[src/include/obsRouter_defs.svh]
/*
  Sizing macros for the observation router.
  OBS_NUM_SRC must be at least 2. OBS_SEL_W is derived from it
  and must not be set on its own.
*/
`ifndef OBS_ROUTER_DEFS_SVH
`define OBS_ROUTER_DEFS_SVH

// --------------------------------------------------
// Source channels
// --------------------------------------------------

// Number of source channels feeding the router.
`define OBS_NUM_SRC 6

// Width of one source channel in bits.
`define OBS_SYM_W 8

// Select width, enough to index every channel.
`define OBS_SEL_W $clog2(`OBS_NUM_SRC)

`endif

[src/design/obsPkg.sv]
/*
  Shared types of the observation router.
  Sizes come from the sizing macros. Channel 0 sits at the lowest
  position of a source bundle.
*/
`include "obsRouter_defs.svh"

package obsPkg;

  // --------------------------------------------------
  // Data types
  // --------------------------------------------------

  // One channel value as seen on the debug bus.
  typedef logic [`OBS_SYM_W-1:0] symbolT;

  // A channel index. It can hold values above the channel count,
  // which the multiplexer treats as out of range.
  typedef logic [`OBS_SEL_W-1:0] selT;

  // All channels side by side, channel 0 in the low word.
  typedef symbolT [`OBS_NUM_SRC-1:0] srcBundleT;

endpackage

[src/design/muxBinStructured.sv]
/*
  Binary-select multiplexer built as an explicit tree of two-input
  gates, one gate per bit and per pair, so that the path keeps its
  shape after synthesis. Purely combinational.
  An out-of-range select gives a zero output and a low outValid.
*/
`include "obsRouter_defs.svh"

module muxBinStructured (
  input  obsPkg::selT       select,
  input  obsPkg::srcBundleT in,
  output obsPkg::symbolT    out,
  output logic              outValid
);

  // --------------------------------------------------
  // Tree geometry
  // --------------------------------------------------

  // The tree has one level per select bit.
  localparam int NumSrc    = `OBS_NUM_SRC;
  localparam int SymW      = `OBS_SYM_W;
  localparam int NumLevels = `OBS_SEL_W;
  // Leaf count rounded up to a power of two.
  localparam int PadSrc    = 2 ** NumLevels;
  // Leaves plus every gate output of every level.
  localparam int NumNodes  = 2 * PadSrc - 1;

  // All tree nodes in one flat array.
  // Level 0 (the leaves) occupies the lowest PadSrc entries, each
  // following level is packed directly above the previous one,
  // and the root is the last entry.
  logic [NumNodes-1:0][SymW-1:0] node;

  // --------------------------------------------------
  // Leaves
  // --------------------------------------------------

  // Real channels fill the low leaves. The padding leaves are tied
  // to zero, so a select that points at them routes zero.
  for (genvar s = 0; s < PadSrc; s++) begin : genLeaf
    if (s < NumSrc) begin : genSrc
      assign node[s] = in[s];
    end else begin : genPad
      assign node[s] = '0;
    end
  end

  // --------------------------------------------------
  // Gate levels
  // --------------------------------------------------

  for (genvar i = 0; i < NumLevels; i++) begin : genLevel
    // Start of this level's inputs and of its outputs in node.
    localparam int InBase   = 2 * PadSrc - ((2 * PadSrc) >> i);
    localparam int OutBase  = 2 * PadSrc - ((2 * PadSrc) >> (i + 1));
    // Each level halves the number of candidates.
    localparam int NumGates = PadSrc >> (i + 1);

    for (genvar j = 0; j < NumGates; j++) begin : genGate
      for (genvar k = 0; k < SymW; k++) begin : genBit
        // Select bit i picks the odd or even member of the pair.
        assign node[OutBase + j][k] = select[i] ? node[InBase + 2 * j + 1][k]
                                                : node[InBase + 2 * j][k];
      end
    end
  end

  // The root of the tree is the routed symbol.
  assign out = node[NumNodes - 1];

  // Valid only for a select that names a real channel.
  assign outValid = (int'(select) < NumSrc);

endmodule

[src/design/obsSelectRegs.sv]
/*
  Configuration block holding the observation select.
  Written through a four-phase req/ack port in the clk domain; the
  host must keep cfgSel stable while cfgReq is high.
  Any select value is stored, range checks happen downstream.
  There is no read-back path.
*/
module obsSelectRegs (
  input  logic        clk,
  input  logic        arstN,
  input  logic        cfgReq,
  input  obsPkg::selT cfgSel,
  output logic        cfgAck,
  output obsPkg::selT curSel,
  output logic        cfgWrite
);

  // --------------------------------------------------
  // Handshake decode
  // --------------------------------------------------

  // A new request is a high req that has not been acknowledged yet.
  // This is the only phase in which the select is loaded.
  logic newReq;

  // Next value of the acknowledge register.
  logic ackNext;

  assign newReq = cfgReq & ~cfgAck;

  // Ack follows the request one edge later.
  // It rises at the first edge that sees req high and falls at the
  // first edge that sees req low, which gives the four phases.
  always_comb begin
    ackNext = cfgAck;
    if (newReq) begin
      ackNext = 1'b1;
    end else if (!cfgReq) begin
      ackNext = 1'b0;
    end
  end

  // --------------------------------------------------
  // Acknowledge register
  // --------------------------------------------------

  always_ff @(posedge clk or negedge arstN) begin
    if (!arstN) begin
      cfgAck <= 1'b0;
    end else begin
      cfgAck <= ackNext;
    end
  end

  // --------------------------------------------------
  // Select register
  // --------------------------------------------------

  // Loaded at the same edge at which ack rises.
  // After reset channel 0 is routed.
  always_ff @(posedge clk or negedge arstN) begin
    if (!arstN) begin
      curSel <= '0;
    end else if (newReq) begin
      curSel <= cfgSel;
    end
  end

  // --------------------------------------------------
  // Write strobe
  // --------------------------------------------------

  // High for exactly the one edge at which the select is loaded.
  // The capture stage clears its sticky error flag on it.
  assign cfgWrite = newReq;

endmodule

[src/design/obsCapture.sv]
/*
  Output register stage of the observation router.
  Samples the routed symbol and its valid flag every cycle, with a
  latency of one cycle and no back-pressure.
  selError is sticky: set by a captured invalid cycle, cleared by a
  configuration write, and the clear wins.
*/
module obsCapture (
  input  logic           clk,
  input  logic           arstN,
  input  obsPkg::symbolT muxOut,
  input  logic           muxValid,
  input  logic           cfgWrite,
  output obsPkg::symbolT obsData,
  output logic           obsValid,
  output logic           selError
);

  // --------------------------------------------------
  // Data and valid
  // --------------------------------------------------

  // A new sample is taken at every edge.
  // The mux already drives zero for an invalid select, so the data
  // needs no masking here.
  always_ff @(posedge clk or negedge arstN) begin
    if (!arstN) begin
      obsData  <= '0;
      obsValid <= 1'b0;
    end else begin
      obsData  <= muxOut;
      obsValid <= muxValid;
    end
  end

  // --------------------------------------------------
  // Sticky select error
  // --------------------------------------------------

  // Records that some captured cycle had an out-of-range select.
  // A write clears it even when the cycle captured at that same edge
  // is invalid, so software sees a clean flag for the new select.
  always_ff @(posedge clk or negedge arstN) begin
    if (!arstN) begin
      selError <= 1'b0;
    end else if (cfgWrite) begin
      selError <= 1'b0;
    end else if (!muxValid) begin
      selError <= 1'b1;
    end
  end

endmodule

[src/design/obsRouter.sv]
/*
  Observation router for a debug bus.
  Routes one of the source channels to a registered output, one
  cycle after the select takes effect. Single clock domain only,
  one observation port, no read-back of the select.
*/
module obsRouter (
  input  logic              clk,
  input  logic              arstN,
  input  obsPkg::srcBundleT srcData,
  input  logic              cfgReq,
  input  obsPkg::selT       cfgSel,
  output logic              cfgAck,
  output obsPkg::symbolT    obsData,
  output logic              obsValid,
  output logic              selError
);

  // --------------------------------------------------
  // Internal wiring
  // --------------------------------------------------

  obsPkg::selT    curSel;    // Select held by the config block.
  logic           cfgWrite;  // One-edge pulse per write.
  obsPkg::symbolT muxOut;    // Routed symbol, combinational.
  logic           muxValid;  // Select names a real channel.

  // Host-facing select register.
  obsSelectRegs selectRegs_i (
    .clk      (clk),
    .arstN    (arstN),
    .cfgReq   (cfgReq),
    .cfgSel   (cfgSel),
    .cfgAck   (cfgAck),
    .curSel   (curSel),
    .cfgWrite (cfgWrite)
  );

  // Gate-level tree steered by the stored select.
  muxBinStructured mux_i (
    .select   (curSel),
    .in       (srcData),
    .out      (muxOut),
    .outValid (muxValid)
  );

  // Registers the routed value and tracks select errors.
  obsCapture capture_i (
    .clk      (clk),
    .arstN    (arstN),
    .muxOut   (muxOut),
    .muxValid (muxValid),
    .cfgWrite (cfgWrite),
    .obsData  (obsData),
    .obsValid (obsValid),
    .selError (selError)
  );

endmodule

[config.mk]
export PLATFORM = sky130hd
export DESIGN_NAME = obsRouter
export DESIGN_NICKNAME = d
export VERILOG_FILES = /design/src/design/obsPkg.sv /design/src/design/muxBinStructured.sv /design/src/design/obsSelectRegs.sv /design/src/design/obsCapture.sv /design/src/design/obsRouter.sv
export VERILOG_INCLUDE_DIRS = /design/src /design/src/include
export SDC_FILE = /design/constraint.sdc
export NUM_CORES = 1
export LEC_CHECK = 0
export BUFFER_PORTS_ARGS = -buffer_cell sky130_fd_sc_hd__buf_2
export CAP_MARGIN = 40
export CORE_ASPECT_RATIO = 1.75
export CORE_MARGIN = 2
export CORE_UTILIZATION = 30
export DETAILED_ROUTE_END_ITERATION = 12
export PLACE_DENSITY = 0.73
export SETUP_SLACK_MARGIN = 0.05
export SLEW_MARGIN = 5
export SYNTH_ARGS = -nofsm -noshare
export SYNTH_HDL_FRONTEND = slang
export SYNTH_SLANG_ARGS = --single-unit
[constraint.sdc]
create_clock -name clk -period 1.13 [get_ports clk]
set_clock_uncertainty 0.05 [all_clocks]
set_input_delay 0.1695 -clock clk [delete_from_list [all_inputs] [get_ports clk]]
set_output_delay 0.1695 -clock clk [all_outputs]
set_load 0.02 [all_outputs]
After elaboration in Yosys (flattened, before gate mapping)
Cells that the tools add are included.
{"block": "totals", "inputBits": 54, "ff_bits": 14, "output_inout_bits": 11}
{"block": "classes", "order_cmp": 1, "mux": 52, "eq_ne": 2, "n_bitwise": 2}
{"operator": "$mux 1", "n": 52}
{"operator": "$lt 3x3->1 const B", "n": 1}
{"operator": "$ne 2x1->1 const B", "n": 1}
{"operator": "$ne 2x2->1 const B", "n": 1}
{"operator": "$and 1x1->1", "n": 1}
{"operator": "$not 1->1", "n": 1}

Longest topological paths before layout
{"block": "logic_depth", "ltp_word": 3, "depth_mapped": 4, "ltp_nobuf": 3}

Hierarchy
A second synthesis with hierarchy kept.
{"block": "unflattened", "hier_cells": 70, "hier_area_um2": 849.6}
{"mod": "muxBinStructured", "instances": 1, "cells_each": 49, "area_each_um2": 435.4, "seq_area_each_um2": 0.0}
{"mod": "obsCapture", "instances": 1, "cells_each": 12, "area_each_um2": 262.8, "seq_area_each_um2": 250.2}
{"mod": "obsSelectRegs", "instances": 1, "cells_each": 9, "area_each_um2": 151.4, "seq_area_each_um2": 100.1}

Least setup slack after synthesis
OpenSTA, ideal clock, no wires.
{"block": "synth_path", "kind": "register to register", "from": "register selectRegs_i.cfgAck", "to": "register selectRegs_i.curSel[0]", "setup_ns": 0.125, "synth_period_minus_slack_ns": 1.218, "arrival_time_ns": 1.043, "slack_ns": -0.088, "stages_incl_launch_ff": 3, "n_path_buf": 0, "cell_sequence": "dfrtp_1 nor2b_1 mux2_2"}
{"block": "synth_between", "elab_chain_len": 2}
{"item": "start: declaration", "line_no": "obsSelectRegs.sv:13", "rtl": "output logic cfgAck,"}
{"item": "start signal: assignment", "line_no": "obsSelectRegs.sv:51", "rtl": "cfgAck <= ackNext;"}
{"item": "$not 1->1", "line_no": "obsSelectRegs.sv:29", "rtl": "assign newReq = cfgReq & ~cfgAck;"}
{"item": "$and 1x1->1", "line_no": "obsSelectRegs.sv:29"}
{"item": "end signal: assignment", "line_no": "obsSelectRegs.sv:65", "rtl": "curSel <= cfgSel;"}
{"item": "end: declaration", "line_no": "obsSelectRegs.sv:14", "rtl": "output obsPkg::selT curSel,"}
Every way passes these cells.
A chain may end at the register's enable or synchronous reset.

Worst setup path in the final report
{"block": "layout_path", "from": "register selectRegs_i.curSel[1]", "to": "register capture_i.obsData[4]"}
{"block": "layout_between", "elab_chain_len": 2, "elab_cells_between_ends": 3}
{"item": "$mux 1", "line_no": "muxBinStructured.sv:63", "rtl": "assign node[OutBase + j][k] = select[i] ? node[InBase + 2 * j + 1][k]"}
{"item": "$mux 1 (*)", "line_no": "muxBinStructured.sv:63"}
{"item": "named net capture_i.muxOut[4]", "line_no": "obsCapture.sv:11", "rtl": "input obsPkg::symbolT muxOut,"}
{"item": "end signal: assignment", "line_no": "obsCapture.sv:31", "rtl": "obsData <= muxOut;"}
{"item": "end: declaration", "line_no": "obsCapture.sv:14", "rtl": "output obsPkg::symbolT obsData,"}
The timed path passes the listed nets; every way through them passes the cells marked *.

==> impl_metrics.toml <==
[status]
status = "finished with violations"
failed_checks = "setup timing"

[finish]
final_common_cell = "buf_2"
diodes = 0
final_cell_mix = "buf_2 (64), mux2i_1 (22), dfrtp_1 (13), buf_4 (9)"
area_growth_pct = 62.8
layoutNonFillerInstCount = 172
layout.nets = 200
drive_gt1_share_pct = 61.4
fillers = 256
post-route-util_pct = 50.7

[route]
wire_per_inst_microns = 14.1
drcViolationCount = 0
drtIter0Drc = 19
viasPerCell = 4.86
via_count = 836
ant_nets = 0
drt-total-wl_microns = 2430
drtPass1Iterations = 4

[synth]
yosysTopAreaCellShare_pct = 42.3
ys_ff_latch = 14
yosysTopAreaCell = "dfrtp_1"
synth_cell_types = 14
ys_seq_area_share_pct = 42.3
avgSynthCellArea_sq_um = 11.8
ys_top_cells_by_area = "dfrtp_1 (42%), mux2i_1 (29%), o32a_1 (9.7%), o21ai_1 (4.8%), buf_6 (4.1%)"
ys_warn_count = 0
syn_area_sq_um = 828
synth_nets = 124
netlist_instances = 70

[setup_path]
critPathCaptureType = "flop"
path_class = "flop to flop"
critPathMaxStageDelay_ns = 0.40
path_cells = "buf_6, mux2i_1, o32a_1, o21ai_1"
required_ns = 1.25
crit_buf_inv = 1
cp.arrival_ns = 1.32
crit_path_max_fanout = 7
cp_top_family = "compound AO/OA/AOI/OAI gates"
startpoint_type = "flop"
regToRegSetupSlack_ns = -0.07
slowest_stage = "dfrtp_1"

[sta]
worst_pin_slew_ns = 0.334
post-route-period-util_pct = 106
hold_slack_ns = 0.105
slew_violations = 0
rsz0062_at_grt = "yes"
fin_ws_ns = -0.0689
hold_viol = 0
setup_viol = 8
max_freq_mhz = 834
post-route-min-period_ns = 1.20
relSlewSlack_pct = 77.8

[global_routing]
grt_pass1_vias = 901
grt_pass1_wl_microns = 3680
overflow = 0
grt_max_degree = 18
antenna_found_initial = 0
track_usage_pct = 15.2

[placed_design]
dp_cells = 162
port_buffers = 64
dp_hpwl_microns = 1930
globalplace.congestion = 0.704

[die]
core_sq_um = 2660
die_h_microns = 73.5
initial_core_util_pct = 31.2
rows = 25
io_pins = 65
die-width_microns = 43.7
dieArea_sq_um = 3210

[min_path]
hold_path.class = "input pin to flop"

[pwr]
p_leak_nw = 0.727
p_per_area_nw_per_um2 = 1430
finalPower_mw = 1.93
peakVddDrop_uv = 865

[flow_run]
cap_violations = 0

[clock_tree]
cts_made_buffers = 3
clock_latency_ns = 0.24
tritoncts = "done"
clk_pin_slew_ns = 0.06
cts_sinks = 14
h-tree-depth = 1
cts_root_buf = "clkbuf_8"
clk_path_buf_depth = 2
## cells by family (layout without fill, tap and decap cells)
logic type             count (synthesis)  after routing  share of synthesized area [%]
buffers and inverters                  7             82                           6.34
muxes                                 27             27                           33.1
AOI/OAI and AO/OA                     17             17                           15.1
and+or+nand+nor                        5              5                           3.17
DFF                                   14             14                           42.3
## area by class of cell
type / count / area [sq um] / area share [%]
clock buffer: 4 / 55.1 / 4.08
timing repair buffer: 78 / 450 / 33.4
multi-input combinational: 49 / 458 / 34.0
sequential: 14 / 352 / 26.1
tap: 27 / 33.8 / 2.50
## sequential cells by signal (all words and copies together), names as in the netlist
| signal | flops |
|---|---|
| capture_i.selError | 1 |
| selectRegs_i.cfgAck | 1 |
| capture_i.obsData | 8 |
| capture_i.obsValid | 1 |
| selectRegs_i.curSel | 3 |
## worst paths after layout
path	from	endpoint	depth (start not counted)
min	cfgSel[2]	selectRegs_i.curSel[2]$_DFFE_PN0N_	2
min reg2reg	capture_i.selError$_DFFE_PN0P_	capture_i.selError$_DFFE_PN0P_	2
max reg2reg	selectRegs_i.curSel[1]$_DFFE_PN0N_	capture_i.obsData[4]$_DFF_PN0_	4
min in group asynchronous	arstN	capture_i.obsData[4]$_DFF_PN0_	2
max in group asynchronous	arstN	selectRegs_i.cfgAck$_DFFE_PN0P_	2
max	selectRegs_i.curSel[1]$_DFFE_PN0N_	capture_i.obsData[4]$_DFF_PN0_	4
## power breakdown
group / switching (mW) / internal (mW)
Combinational: 0.388 / 0.411
Sequential: 0.0454 / 0.599
Clock: 0.176 / 0.308
Total: 0.609 / 1.32
## Yosys cell counts (all sizes together)
master and n:
a21oi 1, dfrtp 14, nand2b 2, nor2b 1, o32a 8, clkbuf 2, buf 5, o21ai 8
nor2 1, mux2i 24, mux2 3, nand2 1
## worst reg2reg max path, cell delays in order, from the launching register on
cell and delay (ns):
dfrtp_1 0.40, buf_6 0.15, mux2i_1 0.12, o32a_1 0.33, o21ai_1 0.08
## per-layer routing
| layer | GRT usage, % | part of all wire [%] | vias to the layer above |
|---|---|---|---|
| met4 | 7.07 | 1.3 | 0 |
| met1 | 16.5 | 37 | 378 |
| met3 | 3.69 | 7.1 | 4 |
| li1 | - | - | 414 |
| met5 | 0 | 0 | - |
| met2 | 26.6 | 55 | 40 |
## what timing repair did
action,in CTS,in global routing
hold endpoints to repair,15,0
endpoints found under the setup margin,10,12
setup buffers,1,3
hold buffers,2,0
pin swaps,8,1
gates resized for setup,5,3
cloned,0,0
## stage by stage
step	setup slack (ns)	instance area (sq um)	setup TNS (ns)
3_5_place_dp	-0.0936	1210	-0.657
6_report	-0.0689	1350	-0.371
4_1_cts	-0.0701	1310	-0.422
5_1_grt	-0.121	1350	-0.777
3_3_place_gp	-0.0509	1210	-0.320
2_1_floorplan	0.000303	841	0
Note: power is estimated with default switching activity, not from simulation.
